<file path="src/design/pm_pkg.sv">
// ****************************************
// pm_pkg
// shared types and opcode constants for
// the P-M instruction-cycle control
// ****************************************
package pm_pkg;

	// main loop states, P0 is idle or between cycles
	typedef enum logic [2:0] {
		st_p0 = 3'd0,
		st_p1 = 3'd1,
		st_p2 = 3'd2,
		st_p3 = 3'd3,
		st_p4 = 3'd4,
		st_p5 = 3'd5,
		st_pw = 3'd6
	} pm_state_t;

	typedef logic [15:0] word_t;
	typedef logic [5:0] opcode_t;
	typedef logic [1:0] mc_t;
	typedef logic [3:0] lk_t;

	localparam opcode_t op_lw = 6'd1;
	localparam opcode_t op_md = 6'd2;
	localparam opcode_t op_hlt = 6'd32;
	localparam opcode_t op_shc = 6'd33;

	// instruction word fields
	function automatic opcode_t f_op(input word_t w);
		return w[15:10];
	endfunction

	function automatic logic f_na(input word_t w);
		return ~w[15];
	endfunction

	function automatic logic f_d(input word_t w);
		return w[9];
	endfunction

	function automatic logic [2:0] f_b(input word_t w);
		return w[5:3];
	endfunction

	function automatic logic [2:0] f_c(input word_t w);
		return w[2:0];
	endfunction

	// shift count, shares bits with b and c
	function automatic lk_t f_cnt(input word_t w);
		return w[3:0];
	endfunction

endpackage
</file>
<file path="src/design/pm_top.sv">
// ****************************************
// pm_top
// P-M instruction-cycle control top level
// ****************************************
`timescale 1ns/1ps

module pm_top #(
	parameter int kc_ticks = 7,
	parameter int pc_ticks = 6
) (
	input  logic              __clk,
	input  logic              rst_n,
	input  logic              start_sw,
	input  logic              stop_sw,
	input  logic              cycle_sw,
	input  logic              irq,
	input  pm_pkg::word_t     ir,
	output logic              run,
	output logic              waiting,
	output logic              fetch_start,
	output logic              irq_accept,
	output pm_pkg::pm_state_t state,
	output logic              w_ir,
	output logic              w_ic,
	output logic              w_ar,
	output logic              w_ac
);

	logic            ekc;
	logic            hlt_exec;
	logic            mc_zero;
	pm_pkg::opcode_t op;

	cycle_ctl #(
		.kc_ticks(kc_ticks),
		.pc_ticks(pc_ticks)
	) u_cycle_ctl (
		.__clk      (__clk),
		.rst_n      (rst_n),
		.start_sw   (start_sw),
		.stop_sw    (stop_sw),
		.cycle_sw   (cycle_sw),
		.irq        (irq),
		.ekc        (ekc),
		.hlt_exec   (hlt_exec),
		.mc_zero    (mc_zero),
		.run        (run),
		.waiting    (waiting),
		.fetch_start(fetch_start),
		.irq_accept (irq_accept)
	);

	state_seq u_state_seq (
		.__clk      (__clk),
		.rst_n      (rst_n),
		.fetch_start(fetch_start),
		.ir         (ir),
		.state      (state),
		.op         (op),
		.ekc        (ekc),
		.hlt_exec   (hlt_exec),
		.mc_zero    (mc_zero)
	);

	microop_dec u_microop_dec (
		.state(state),
		.op   (op),
		.w_ir (w_ir),
		.w_ic (w_ic),
		.w_ar (w_ar),
		.w_ac (w_ac)
	);

endmodule

</file>
<file path="src/design/microop_dec.sv">
// ****************************************
// microop_dec
// W bus transfer strobes decoded from the
// main loop state and opcode
// ****************************************
`timescale 1ns/1ps

module microop_dec (
	input  pm_pkg::pm_state_t state,
	input  pm_pkg::opcode_t   op,
	output logic              w_ir,
	output logic              w_ic,
	output logic              w_ar,
	output logic              w_ac
);

	always_comb begin
		w_ir = 1'b0;
		w_ic = 1'b0;
		w_ar = 1'b0;
		w_ac = 1'b0;
		case (state)
			// fetch, word into IR and IC advanced
			pm_pkg::st_p1: begin
				w_ir = 1'b1;
				w_ic = 1'b1;
			end
			// argument word, IC steps over it into AR
			pm_pkg::st_p2: begin
				w_ic = 1'b1;
				w_ar = 1'b1;
			end
			// modification steps all rebuild the address
			pm_pkg::st_p3,
			pm_pkg::st_p4,
			pm_pkg::st_p5: begin
				w_ar = 1'b1;
			end
			pm_pkg::st_pw: begin
				// load writes the argument into AC
				w_ac = (op == pm_pkg::op_lw);
			end
			default: begin
				w_ir = 1'b0;
			end
		endcase
	end

endmodule

</file>
<file path="src/design/state_seq.sv">
// ****************************************
// state_seq
// main loop FSM with instruction latch,
// MC premod and LK step counters
// ****************************************
`timescale 1ns/1ps

module state_seq (
	input  logic              __clk,
	input  logic              rst_n,
	input  logic              fetch_start,
	input  pm_pkg::word_t     ir,
	output pm_pkg::pm_state_t state,
	output pm_pkg::opcode_t   op,
	output logic              ekc,
	output logic              hlt_exec,
	output logic              mc_zero
);

	pm_pkg::word_t     ir_q;
	pm_pkg::word_t     cur_word;
	pm_pkg::mc_t       mc;
	pm_pkg::lk_t       lk;
	pm_pkg::pm_state_t state_nx;
	logic              pw_last;

	// next state after cur, taking P2..P5 in order when their condition holds
	function automatic pm_pkg::pm_state_t next_from(
		input pm_pkg::pm_state_t cur,
		input pm_pkg::word_t     w,
		input pm_pkg::mc_t       m
	);
		pm_pkg::pm_state_t nx;
		logic na;
		na = pm_pkg::f_na(w);
		nx = pm_pkg::st_pw;
		if (na && pm_pkg::f_d(w) && cur < pm_pkg::st_p5) begin
			nx = pm_pkg::st_p5;
		end
		if (na && pm_pkg::f_b(w) != 3'd0 && cur < pm_pkg::st_p4) begin
			nx = pm_pkg::st_p4;
		end
		if (na && m != 2'd0 && cur < pm_pkg::st_p3) begin
			nx = pm_pkg::st_p3;
		end
		if (na && pm_pkg::f_c(w) == 3'd0 && cur < pm_pkg::st_p2) begin
			nx = pm_pkg::st_p2;
		end
		return nx;
	endfunction

	// in P1 the word is still on the input, later it comes from the latch
	assign cur_word = (state == pm_pkg::st_p1) ? ir : ir_q;
	assign op = pm_pkg::f_op(ir_q);

	assign pw_last = (op != pm_pkg::op_shc) || (lk <= 4'd1);
	assign ekc = (state == pm_pkg::st_pw) && pw_last;
	assign hlt_exec = ekc && (op == pm_pkg::op_hlt);
	assign mc_zero = (mc == 2'd0);

	always_comb begin
		case (state)
			pm_pkg::st_p0: state_nx = fetch_start ? pm_pkg::st_p1 : pm_pkg::st_p0;
			pm_pkg::st_pw: state_nx = pw_last ? pm_pkg::st_p0 : pm_pkg::st_pw;
			default: state_nx = next_from(state, cur_word, mc);
		endcase
	end

	always_ff @(posedge __clk) begin
		if (state == pm_pkg::st_p1) begin
			ir_q <= ir;
		end
	end

	always_ff @(posedge __clk or negedge rst_n) begin
		if (!rst_n) begin
			state <= pm_pkg::st_p0;
			mc <= 2'd0;
			lk <= 4'd0;
		end else begin
			state <= state_nx;
			if (state == pm_pkg::st_p1) begin
				// shifts load the step count, everything else leaves LK clear
				if (pm_pkg::f_op(ir) == pm_pkg::op_shc) begin
					lk <= pm_pkg::f_cnt(ir);
				end else begin
					lk <= 4'd0;
				end
			end else if (state == pm_pkg::st_pw) begin
				if (pw_last) begin
					lk <= 4'd0;
					if (op != pm_pkg::op_md) begin
						mc <= 2'd0;
					end else if (mc != 2'd3) begin
						mc <= mc + 2'd1;
					end
				end else begin
					lk <= lk - 4'd1;
				end
			end
		end
	end

endmodule

</file>
<file path="src/design/cycle_ctl.sv">
// ****************************************
// cycle_ctl
// START/WAIT flags, KC and PC one-shots and
// the fetch or interrupt decision
// ****************************************
`timescale 1ns/1ps

module cycle_ctl #(
	parameter int kc_ticks = 7,
	parameter int pc_ticks = 6
) (
	input  logic __clk,
	input  logic rst_n,
	input  logic start_sw,
	input  logic stop_sw,
	input  logic cycle_sw,
	input  logic irq,
	input  logic ekc,
	input  logic hlt_exec,
	input  logic mc_zero,
	output logic run,
	output logic waiting,
	output logic fetch_start,
	output logic irq_accept
);

	// the KC falling-edge cycle is the first PC tick
	localparam int pc_hold = pc_ticks - 1;

	logic start;
	logic active;
	logic step;
	logic kc;
	logic kc_d;
	logic kc_fall;
	logic pc;
	logic pc_win;
	logic pc_win_d;
	logic decide;
	logic irq_take;
	logic go_idle;
	logic idle_req;
	logic trig;

	assign run = start & ~waiting;

	assign kc_fall = kc_d & ~kc;
	assign pc_win = kc_fall | pc;
	assign decide = pc_win_d & ~pc_win;

	// interrupt only between instructions, never after a premodification
	assign irq_take = start & irq & mc_zero;
	assign irq_accept = decide & irq_take;
	assign fetch_start = decide & ~irq_take & (run | step);
	assign go_idle = decide & ~irq_take & ~(run | step);

	assign idle_req = ~active & (cycle_sw | (start & (run | irq)));
	assign trig = ~(kc | pc_win) & (ekc | irq_accept | idle_req);

	univib #(.ticks(kc_ticks)) kc_vib (
		.__clk(__clk),
		.rst_n(rst_n),
		.trig (trig),
		.q    (kc)
	);

	univib #(.ticks(pc_hold)) pc_vib (
		.__clk(__clk),
		.rst_n(rst_n),
		.trig (kc_fall),
		.q    (pc)
	);

	always_ff @(posedge __clk or negedge rst_n) begin
		if (!rst_n) begin
			start <= 1'b0;
			waiting <= 1'b0;
			active <= 1'b0;
			step <= 1'b0;
			kc_d <= 1'b0;
			pc_win_d <= 1'b0;
		end else begin
			kc_d <= kc;
			pc_win_d <= pc_win;
			if (stop_sw) begin
				start <= 1'b0;
			end else if (start_sw) begin
				start <= 1'b1;
			end
			if (stop_sw || irq_accept) begin
				waiting <= 1'b0;
			end else if (hlt_exec) begin
				waiting <= 1'b1;
			end
			// step marks a chain started by the single-cycle switch
			if (trig) begin
				active <= 1'b1;
				step <= idle_req & cycle_sw;
			end else if (go_idle) begin
				active <= 1'b0;
			end
		end
	end

endmodule

</file>
<file path="src/design/univib.sv">
// ****************************************
// univib
// clocked one-shot, output high for ticks
// clocks after a trigger
// ****************************************
`timescale 1ns/1ps

module univib #(
	parameter int ticks = 7
) (
	input  logic __clk,
	input  logic rst_n,
	input  logic trig,
	output logic q
);

	localparam int cw = (ticks < 2) ? 1 : $clog2(ticks + 1);

	logic [cw-1:0] cnt;

	// a trigger while the pulse is running is ignored
	always_ff @(posedge __clk or negedge rst_n) begin
		if (!rst_n) begin
			cnt <= '0;
		end else if (cnt != '0) begin
			cnt <= cnt - 1'b1;
		end else if (trig) begin
			cnt <= cw'(ticks);
		end
	end

	assign q = (cnt != '0);

endmodule

</file>
<file path="config.mk">
export PLATFORM = sky130hd
export DESIGN_NAME = pm_top
export DESIGN_NICKNAME = d
export VERILOG_FILES = /design/src/design/pm_pkg.sv /design/src/design/pm_top.sv /design/src/design/microop_dec.sv /design/src/design/state_seq.sv /design/src/design/cycle_ctl.sv /design/src/design/univib.sv
export SDC_FILE = /design/constraint.sdc
export NUM_CORES = 1
export LEC_CHECK = 0
export ABC_AREA = 1
export BUFFER_PORTS_ARGS = -buffer_cell sky130_fd_sc_hd__buf_4
export CORE_MARGIN = 2
export CORE_UTILIZATION = 49
export CTS_CLUSTER_DIAMETER = 150
export DETAILED_ROUTE_END_ITERATION = 8
export PLACE_DENSITY = 0.74
export SYNTH_ARGS = -nofsm -noshare
export SYNTH_HDL_FRONTEND = slang
export SYNTH_SLANG_ARGS = --single-unit
</file>
<file path="constraint.sdc">
create_clock -name __clk -period 1.6 [get_ports __clk]
set_input_delay 0.16 -clock __clk [delete_from_list [all_inputs] [get_ports __clk]]
set_output_delay 0.16 -clock __clk [all_outputs]
set_load 0.1 [all_outputs]
</file>
==> results of run 1 <==
-- repair_timing --
action / in CTS / in global routing
hold buffers: 1 / 0
pin swaps: 14 / 14
buffers inserted: 20 / 7
endpoints found under the hold margin: 21 / 0
resized for setup: 32 / 39
gates cloned: 0 / 0
endpoints found under the setup margin: 8 / 19
-- per-layer routing --
metal,routed length [um],track usage [%]
met5,0,0
met4,58,11.17
met1,1889,27.70
met3,157,3.299
met2,2382,39.58
-- where the power goes --
part / internal (mW) / leakage [nW] / switching (mW)
clock: 0.309 / 0.0395 / 0.294
sequential: 1.22 / 0.369 / 0.263
combinational: 1.33 / 0.926 / 2.05
total: 2.86 / 1.33 / 2.61
-- synthesized netlist by cell type (all sizes together) --
| library cell | number | share of area, % |
|---|---|---|
| dfrtp | 21 | 29 |
| a21boi | 1 | 0.42 |
| buf | 3 | 1.7 |
| nand3 | 14 | 5.0 |
| ha | 6 | 4.2 |
| nor3b | 2 | 0.83 |
| nor3 | 4 | 1.1 |
| xnor2 | 1 | 0.49 |
| o21ai | 17 | 5.4 |
| nand3b | 4 | 1.7 |
| o21a | 1 | 0.42 |
| or2 | 1 | 0.35 |
| nor2 | 32 | 7.5 |
| and3 | 1 | 0.35 |
| edfxtp | 5 | 8.3 |
| dfxtp | 8 | 8.9 |
| nand4 | 3 | 1.0 |
| o21bai | 1 | 0.42 |
| inv | 36 | 7.5 |
| nor4 | 1 | 0.35 |
| a21oi | 6 | 2.1 |
| nand2 | 56 | 13 |
-- how the worst min path moves through the flow --
stage / cells past startpoint / start / slack, ns / to
2_1_floorplan: 0 / rst_n / -0.14 / u_cycle_ctl.active$_DFFE_PN0P_
3_3_place_gp: 1 / rst_n / 0.06 / u_cycle_ctl.waiting$_DFFE_PN0P_
3_5_place_dp: 1 / rst_n / 0.06 / u_cycle_ctl.start$_DFFE_PN0P_
4_1_cts: 2 / stop_sw / 0.03 / u_cycle_ctl.waiting$_DFFE_PN0P_
5_1_grt: 2 / stop_sw / 0.04 / u_cycle_ctl.waiting$_DFFE_PN0P_
6_report: 2 / stop_sw / 0.04 / u_cycle_ctl.waiting$_DFFE_PN0P_
-- state kept, by name (all words and copies together), names as in the netlist, 2 cells and up --
name                    cells
u_state_seq.ir_q           13
u_state_seq.state           3
u_state_seq.lk              4
u_cycle_ctl.pc_vib.cnt      3
u_cycle_ctl.kc_vib.cnt      3
u_state_seq.mc              2
-- worst reg2reg max path, cell delays in order (launching register included) --
cell     delay, ns
dfrtp_1       0.40
inv_2         0.09
ha_4          0.13
inv_2         0.04
nor2_1        0.17
nand4_1       0.21
buf_4         0.20
nand3_4       0.07
nand2_4       0.09
nand3_1       0.08
nand2_1       0.05
-- cell families after synthesis --
kind of cell | share of synthesized area (%)
buffers and inverters | 9.180
DFF | 46.45
adders and majority gates | 4.172
xor gates and xnor gates | 0.4869
and+or+nand+nor | 31.02
AOI/OAI and AO/OA | 8.694
-- area by class of cell --
class                      instances  share of cell area (%)
multi-input combinational        151                   37.52
clock buffer                       8                   2.904
tap                               48                   2.178
timing repair buffer              67                   21.37
inverter                          36                   5.172
sequential                        34                   30.85
-- per-stage QoR --
stage | worst slack [ns] | cells
finish | -0.2140 | 344
global route | -0.2974 | 344
detailed placement | -0.01510 | 310
global placement | 0.02180 | 310
CTS | -0.09499 | 338
floorplan | -0.5591 | 224
==> results.md, run 1 <==
* Clock Latency Late Sink at 0.29 ns
* Critical path destination: irq_accept
* Lkg Pwr at 1.334 nW
* End of the worst register-to-register path: u_cycle_ctl.kc_vib.cnt[1]$_DFFE_PN0P_
* Worst path cell trace: inv_2 > ha_4 > inv_2 > nor2_1 > nand4_1 > clkinvlp_4 > buf_12
* Worst-Margin Slew at 0.4058 ns
* Startpoint Class: flip-flop
* GPL Wtd Cong at 0.8141
* PnR Total Power at 5.472 mW
* CP startpoint: u_state_seq.mc[1]$_DFFE_PN0P_
* Post-layout worst setup margin at -0.2140 ns
* First-pass GRT wire length at 7.251 mm
* Die ar. at 4173 um^2
* Failing checks: negative setup slack
* Vias in the first global route at 1,670
* Die width at 64.60 um
* Skew final at 0.004709 ns
* Avg Vias per Cell at 4.849
* Hpwl dp at 2.894 mm
* Final Hold Fails at 0
* Top Ports at 33
* Clk root buf: clkbuf_8
* Power density over the cells at 1984 nW/um^2
* Max incr delay on CP at 0.40 ns
* Status: complete, but fails checks
* Register Area at 850.8 um^2
* Inserted Diodes at 0
* Post-layout instance area at 2758 um^2
* Final global-route overflow total at 0
* Peak supply drop at 2.097 mV
* Total CTS buffers at 5
* Reg-to-reg slack, setup at -0.04 ns
* Most common cell after layout, fill and taps aside: buf_4
* Num rows at 22
* First drt pass iteration count at 4
* CP endpoint kind: primary output
* Max-slew violations at 0
* CTS tree: done
* Worst-path clk slew at 0.06 ns
* P&R area growth vs syn at 53.27%
* Critical-path maximum fanout at 2
* Sequential area share after synthesis at 46.45%
* Worst slew margin at 72.66%
* Worst hold slack at 0.03718 ns
* DRC Markers at 0
* Final net count at 323
* Filler cells at 239
* Placed cell area at 2240 um^2
* Post-Syn Area at 1799 um^2
* Number of synthesis warnings at 0
* Detailed Route Iter0 Violations at 63
* CTS Buffer Depth at 2
* Setup violators final at 7
* CP arrival at 1.65 ns
* Max-cap viol count at 0
* Routed Antenna Nets at 0
* Worst min path class: input port to flip-flop
* GRT Util Overall at 22.80%
* Starting Density at 49.90%
* Die extent in y at 64.60 um
* WP data required at 1.44 ns
* Core Region at 3606 um^2
* Tmin final at 1.814 ns
* Multi-input gate area at 1035 um^2
* Cell mode on critical path: inv_2
* Pin count of the biggest net entering global routing at 22
* Crit-path leading delay family: buffers and inverters
* Layout cells sized above 1 at 47.97%
* H-tree levels at 2
* Initial antenna violation count at 0
* Mean Syn Cell Area at 8.032 um^2
* Cells after Synth at 224
* Distinct cells, synth at 30
* FMAX at 551.3 MHz
* FF-to-FF path depth at 10
* IO Port Bufs at 29
* Final period util at 113.4%
* Commonest cells after routing, fill and taps aside: buf_4, nand2_1, inv_1, nor2_1, dfrtp_1
* Vias at 1,668
* Buf/Inv on CP at 4
* RSZ-0062 raised after global routing: yes
* Core Util, Final at 76.47%
* FF+latch count, synth at 34
* Clk sink count at 34
* DR WL/cell at 13.04 um
* Syn Nets at 252
* Reg2reg start: u_state_seq.mc[1]$_DFFE_PN0P_
* Slowest library cell on the worst path: dfrtp_1
* Stages on worst setup path at 7
* WL final at 4.487 mm
* Sum of negative setup slack at -0.5827 ns
* CP Class: flip-flop to primary output
Note: power is estimated with default switching activity, not from simulation.
==> inputs of run 2 (changes only) <==
--- a/config.mk
+++ b/config.mk
@@ -6,11 +6,10 @@
 export NUM_CORES = 1
 export LEC_CHECK = 0
 export ABC_AREA = 1
-export BUFFER_PORTS_ARGS = -buffer_cell sky130_fd_sc_hd__buf_4
-export CORE_MARGIN = 2
-export CORE_UTILIZATION = 49
+export CORE_UTILIZATION = 56
 export CTS_CLUSTER_DIAMETER = 150
 export DETAILED_ROUTE_END_ITERATION = 8
+export DONT_BUFFER_PORTS = 1
 export PLACE_DENSITY = 0.74
 export SYNTH_ARGS = -nofsm -noshare
 export SYNTH_HDL_FRONTEND = slang
==> results.md, run 2 (synthesis gave the netlist of run 1 again) <==
* Placed Cells at 286 (-7.7%)
* IO Port Bufs at 0 (-100%)
* Clock Power Share at 7.6% (-3.4 points)
* Most flops, register: u_state_seq.ir_q
* Critical-path maximum fanout at 4 (+2)
* FMAX at 526.8 MHz (-4.4%)
* Power density over the cells at 2165 nW/um^2 (+9.1%)
* RSZ-0062 raised after global routing: yes
* Pint at 2.973 mW (+3.9%)
* GPL Wtd Cong at 0.8200 (+0.72%)
* Worst-path clk slew at 0.12 ns (+0.06 ns)
* Setup violators final at 21 (+14)
* Lkg Pwr at 1.346 nW (+0.84%)
* DR top layer: met4
* Avg Vias per Cell at 6.485 (+34%)
* Post-layout worst setup margin at -0.2981 ns (-0.08415 ns)
* Switching share of power at 52.94% (+5.2 points)
* Hpwl dp at 2.861 mm (-1.1%)
* Inserted Diodes at 0 (unchanged)
* Worst Hold Depth at 2 (unchanged)
* Top Ports at 33 (unchanged)
* Max-slew violations at 0 (unchanged)
* Dpl ws at 0.02017 ns (+0.03527 ns)
* Top Registers: u_state_seq.ir_q x13, u_state_seq.lk x4
* WHS Endpoint: u_state_seq.ir_q[15]$_DFF_P_
* CTS Buffer Depth at 2 (unchanged)
* Final Hold Fails at 0 (unchanged)
* Status: complete, but fails checks
* Clock Latency Late Sink at 0.36 ns (+0.07 ns)
* Vias in the first global route at 1,865 (+12%)
* Pin count of the biggest net entering global routing at 22 (unchanged)
* Reg2reg start: u_state_seq.lk[0]$_DFFE_PN0P_
* Die width at 58.68 um (-9.2%)
* Detailed Route Iter0 Violations at 294 (+370%)
* DRC Markers at 0 (unchanged)
* Worst hold slack at 0.02098 ns (-0.01620 ns)
* Logic pwr share at 68.1% (+6.3 points)
* Skew final at 0.02193 ns (+0.01722 ns)
* H-tree levels at 2 (unchanged)
* First drt pass iteration count at 5 (+1)
* Max-cap viol count at 0 (unchanged)
* Layout cells sized above 1 at 50.67% (+2.7 points)
* Worst slew margin at 28.49% (-44 points)
* Core Region at 3053 um^2 (-15%)
* Switching Power at 3.345 mW (+28%)
* Commonest cells after routing, fill and taps aside: buf_4, nand2_1, inv_1
* Peak supply drop at 2.234 mV (+6.6%)
* Final net count at 327 (+1.2%)
* WL final at 8.444 mm (+88%)
* CP arrival at 1.74 ns (+0.09 ns)
* Final global-route overflow total at 0 (unchanged)
* DR WL/cell at 24.55 um (+88%)
* Failing checks: negative setup slack
* End of the worst register-to-register path: u_cycle_ctl.kc_vib.cnt[0]$_DFFE_PN0P_
* Tmin final at 1.898 ns (+0.08415 ns)
* CTS tree: done
* Fin cells at 344 (unchanged)
* Vias at 2,231 (+34%)
* Worst-Margin Slew at 1.069 ns (+0.6634 ns)
* Most common cell after layout, fill and taps aside: buf_4
* Worst min path class: input port to flip-flop
* Total CTS buffers at 5 (unchanged)
* Filler cells at 82 (-66%)
* First-pass GRT wire length at 8.838 mm (+22%)
* Clk root buf: clkbuf_4
* Met1 Wirelength at 2.649 mm (+40%)
* Startpoint Class: flip-flop
* WP data required at 1.44 ns (about the same)
* Largest register FFs at 13 (unchanged)
* Reg-to-reg slack, setup at -0.25 ns (-0.21 ns)
* Seq pwr share at 24.4% (-2.7 points)
* Die ar. at 3443 um^2 (-17%)
* Num rows at 20 (-9.1%)
* Clk sink count at 34 (unchanged)
* CP Class: flip-flop to primary output
* Met2 routed WL at 3.835 mm (+61%)
* GRT Util Overall at 36.15% (+13 points)
* PnR Total Power at 6.318 mW (+15%)
* Routed wl met3 at 1.003 mm (+540%)
* Sum of negative setup slack at -3.860 ns (-3.278 ns)
* CP endpoint kind: primary output
* Hold_sp: ir[15]
* Final period util at 118.6% (+5.3 points)
* P&R area growth vs syn at 62.17%
* Starting Density at 58.93% (+9.0 points)
* Die extent in y at 58.68 um (-9.2%)
* Routed Antenna Nets at 0 (unchanged)
* FF-to-FF path depth at 10 (unchanged)
* Initial antenna violation count at 0 (unchanged)
[run 2: cell types whose count changed in the layout (fill, tap and decap cells not counted), moves of 3 or more]
| cell | change |
|---|---|
| buf_4 | -14 |
| clkbuf_4 | +5 |
| clkbuf_8 | -5 |
| dlygate4sd3_1 | +13 |
| nand2_1 | -5 |
| nand2_2 | +4 |
| nor2_1 | -5 |
| nor2_2 | +3 |
[run 2: repair_timing]
item | 4_1_cts | 5_1_grt
pin swaps | 11 | 21
endpoints found under the hold margin | 35 | 0
hold buffers | 14 | 0
cloned | 0 | 0
setup buffers | 22 | 15
gates resized for setup | 26 | 65
setup endpoints to repair | 8 | 21
[run 2: metrics by stage]
step                utilization (%)  area, um^2
floorplan                         -        1906
finish                        95.57        2918
detailed placement            70.33        2147
global route                  95.57        2918
CTS                           84.92        2592
global placement              70.33        2147
[run 2: worst max path at each step]
stage / startpoint / end / slack (ns) / cells past startpoint
floorplan: u_state_seq.state[0]$_DFF_PN0_ / w_ac / -0.56 / 4
CTS: u_cycle_ctl.pc_vib.cnt[0]$_DFFE_PN0P_ / irq_accept / -0.14 / 7
global placement: u_state_seq.state[1]$_DFF_PN0_ / u_state_seq.state[1]$_DFF_PN0_ / 0.04 / 11
global route: u_state_seq.lk[0]$_DFFE_PN0P_ / u_cycle_ctl.kc_vib.cnt[0]$_DFFE_PN0P_ / -0.37 / 10
finish: u_state_seq.state[0]$_DFF_PN0_ / w_ac / -0.30 / 5
detailed placement: u_state_seq.state[1]$_DFF_PN0_ / u_state_seq.state[1]$_DFF_PN0_ / 0.02 / 11
[run 2: cell type report]
| type | count | area [um^2] | area share [%] |
|---|---|---|---|
| clock buffer | 8 | 48.80 | 1.672 |
| inverter | 36 | 142.6 | 4.889 |
| multi-input combinational | 151 | 1129 | 38.68 |
| sequential | 34 | 850.8 | 29.16 |
| tap | 44 | 55.05 | 1.887 |
| timing repair buffer | 71 | 691.9 | 23.71 |
[run 2: routing by layer]
metal	GRT usage, %	vias up
met5	0	-
met4	19.73	0
met3	11.65	117
met2	63.22	240
met1	38.68	1012
li1	-	862
[run 2: critical path: stages, from the launching register on]
cell,delay (ns)
dfrtp_4,0.52
buf_6,0.14
nor2_4,0.18
inv_2,0.10
nor4_4,0.24
buf_12,0.22
[run 2: power groups by stage]
| stage | registers [mW] | logic (mW) | clock network (mW) |
|---|---|---|---|
| finish | 1.54 | 4.30 | 0.477 |
| detailed placement | 1.44 | 2.64 | 0 |
| global route | 1.54 | 4.51 | 0.494 |
| CTS | 1.45 | 3.18 | 0.457 |
| global placement | 1.43 | 2.57 | 0 |
| floorplan | 1.69 | 1.74 | 0 |
==> inputs of run 3 (changes only) <==
--- a/config.mk
+++ b/config.mk
@@ -11,6 +11,7 @@
 export DETAILED_ROUTE_END_ITERATION = 8
 export DONT_BUFFER_PORTS = 1
 export PLACE_DENSITY = 0.74
+export REMOVE_ABC_BUFFERS = 1
 export SYNTH_ARGS = -nofsm -noshare
 export SYNTH_HDL_FRONTEND = slang
 export SYNTH_SLANG_ARGS = --single-unit
==> results.md, run 3 (synthesis gave the netlist of run 1 again) <==
* Core Region at 3053 um^2 (unchanged)
* First drt pass iteration count at 6 (+1)
* GPL Wtd Cong at 0.8197 (about the same)
* H-tree levels at 2 (unchanged)
* CTS tree: done
* Vias at 1,838 (-18%)
* PnR Total Power at 5.811 mW (-8.0%)
* Buf/Inv on CP at 3 (unchanged)
* Worst hold slack at 0.03255 ns (+0.01157 ns)
* Worst path cell trace: inv_2 > nand2_2 > nor2_4 > nand2_4 > inv_2 > nand3b_1 > nor2_4 > buf_12
* Hpwl dp at 2.588 mm (-9.5%)
* Final global-route overflow total at 0 (unchanged)
* Placed Cells at 284 (-0.70%)
* Most flops, register: u_state_seq.ir_q
* Slowest library cell on the worst path: dfrtp_1
* Startpoint Class: flip-flop
* Skew final at 0.01089 ns (-0.01105 ns)
* Vias in the first global route at 1,619 (-13%)
* Top Ports at 33 (unchanged)
* CTS Buffer Depth at 2 (unchanged)
* Stages on worst setup path at 8 (+3)
* Sum of negative setup slack at -0.9420 ns (+2.918 ns)
* Max incr delay on CP at 0.41 ns (-0.11 ns)
* Top Registers: u_state_seq.ir_q x13, u_state_seq.lk x4
* WP data required at 1.44 ns (about the same)
* Status: complete, but fails checks
* CP Class: flip-flop to primary output
* Worst-path clk slew at 0.11 ns (about the same)
* Num rows at 20 (unchanged)
* Max-slew violations at 0 (unchanged)
* Lkg Pwr at 1.316 nW (-2.2%)
* Inserted Diodes at 0 (unchanged)
* Final Hold Fails at 0 (unchanged)
* Worst-Margin Slew at 1.022 ns (-0.04717 ns)
* Die extent in y at 58.68 um (unchanged)
* FF-to-FF path depth at 10 (unchanged)
* CP arrival at 1.67 ns (-0.07 ns)
* Filler cells at 133 (+62%)
* Setup violators final at 9 (-57%)
* Routed Antenna Nets at 0 (unchanged)
* Clk sink count at 34 (unchanged)
* Total CTS buffers at 5 (unchanged)
* Final period util at 114.6% (-4.0 points)
* FMAX at 545.3 MHz (+3.5%)
* Power density over the cells at 2115 nW/um^2 (-2.3%)
* Fin cells at 335 (-2.6%)
* Post-layout instance area at 2748 um^2 (-5.8%)
* Peak supply drop at 2.333 mV (+4.4%)
* Core Util, Final at 90.00% (-5.6 points)
* WL final at 5.915 mm (-30%)
* P&R area growth vs syn at 52.71%
* GRT Util Overall at 28.02% (-8.1 points)
* Max-cap viol count at 0 (unchanged)
* Failing checks: negative setup slack
* Clock Latency Late Sink at 0.37 ns (about the same)
* Pin count of the biggest net entering global routing at 22 (unchanged)
* Crit-path leading delay family: simple AND/OR/NAND/NOR gates
* Initial antenna violation count at 0 (unchanged)
* DR WL/cell at 17.66 um (-28%)
* RSZ-0062 raised after global routing: yes
* First-pass GRT wire length at 6.955 mm (-21%)
* Clk root buf: clkbuf_4
* Tmin final at 1.834 ns (-0.06433 ns)
* Die ar. at 3443 um^2 (unchanged)
* Post-layout worst setup margin at -0.2338 ns (+0.06433 ns)
* Placed cell area at 2051 um^2 (-4.5%)
* DRC Markers at 0 (unchanged)
* Largest register FFs at 13 (unchanged)
* IO Port Bufs at 0 (unchanged)
* Die width at 58.68 um (unchanged)
* Commonest cells after routing, fill and taps aside: nand2_1, buf_4, inv_1
* Detailed Route Iter0 Violations at 129 (-56%)
* Layout cells sized above 1 at 43.30% (-7.4 points)
* Starting Density at 58.93% (unchanged)
* Avg Vias per Cell at 5.487 (-15%)
* Worst Hold Depth at 3 (+1)
* Worst slew margin at 31.64% (+3.2 points)
* Dpl ws at -0.01993 ns (-0.04010 ns)
* CP endpoint kind: primary output
* Final net count at 318 (-2.8%)
* Worst min path class: input port to flip-flop
* Critical-path maximum fanout at 2 (-2)
==> run 3: power by group <==
part | internal (mW) | switching (mW) | leakage [nW]
Clock | 0.216 | 0.300 | 0.0326
Sequential | 1.20 | 0.284 | 0.371
Combinational | 1.48 | 2.33 | 0.912
Total | 2.90 | 2.91 | 1.32
==> run 3: final timing paths <==
| path | from | to | slack (ns) |
|---|---|---|---|
| worst max-delay path | u_cycle_ctl.pc_vib.cnt[0]$_DFFE_PN0P_ | fetch_start | -0.23 |
| worst min-delay path | ir[12] | u_state_seq.lk[2]$_DFFE_PN0P_ | 0.03 |
| worst max register to register | u_state_seq.state[1]$_DFF_PN0_ | u_state_seq.state[0]$_DFF_PN0_ | -0.13 |
| worst min register to register | u_cycle_ctl.pc_vib.cnt[0]$_DFFE_PN0P_ | u_cycle_ctl.pc_vib.cnt[0]$_DFFE_PN0P_ | 0.46 |
| max in group asynchronous | rst_n | u_state_seq.state[2]$_DFF_PN0_ | 0.50 |
| min in group asynchronous | rst_n | u_state_seq.state[1]$_DFF_PN0_ | 0.41 |
==> run 3: area by class of cell <==
class                           count  area (um^2)  share of cell area, %
Multi-Input combinational cell    151         1021                  37.16
Sequential cell                    34        839.6                  30.56
Timing Repair Buffer               62        635.6                  23.13
Inverter                           36        137.6                  5.009
Clock buffer                        8        58.81                  2.140
Tap cell                           44        55.05                  2.004
==> run 3: repair_timing <==
| action | 4_1_cts | 5_1_grt |
|---|---|---|
| hold buffers | 14 | 0 |
| setup buffers | 15 | 13 |
| endpoints found under the hold margin | 35 | 0 |
| gates resized for setup | 35 | 48 |
| cloned | 0 | 1 |
| setup endpoints to repair | 9 | 20 |
| pin swaps | 8 | 19 |
==> run 3: worst reg2reg max path, stage by stage, from the launching register on <==
cell     delay [ns]
dfrtp_2        0.47
nor2_4         0.25
nand2_4        0.15
nand2_2        0.09
nand2_2        0.10
nor2_1         0.18
nand2_2        0.10
nand2_1        0.06
nand2_1        0.05
nand2_1        0.08
nand2_1        0.07
==> run 3: metal layers <==
layer | track usage (%) | up-vias | wire, um
li1 | - | 841 | -
met1 | 33.33 | 889 | 2275
met2 | 46.31 | 84 | 3083
met3 | 10.11 | 24 | 373
met4 | 11.22 | 0 | 182
met5 | 0 | - | 0
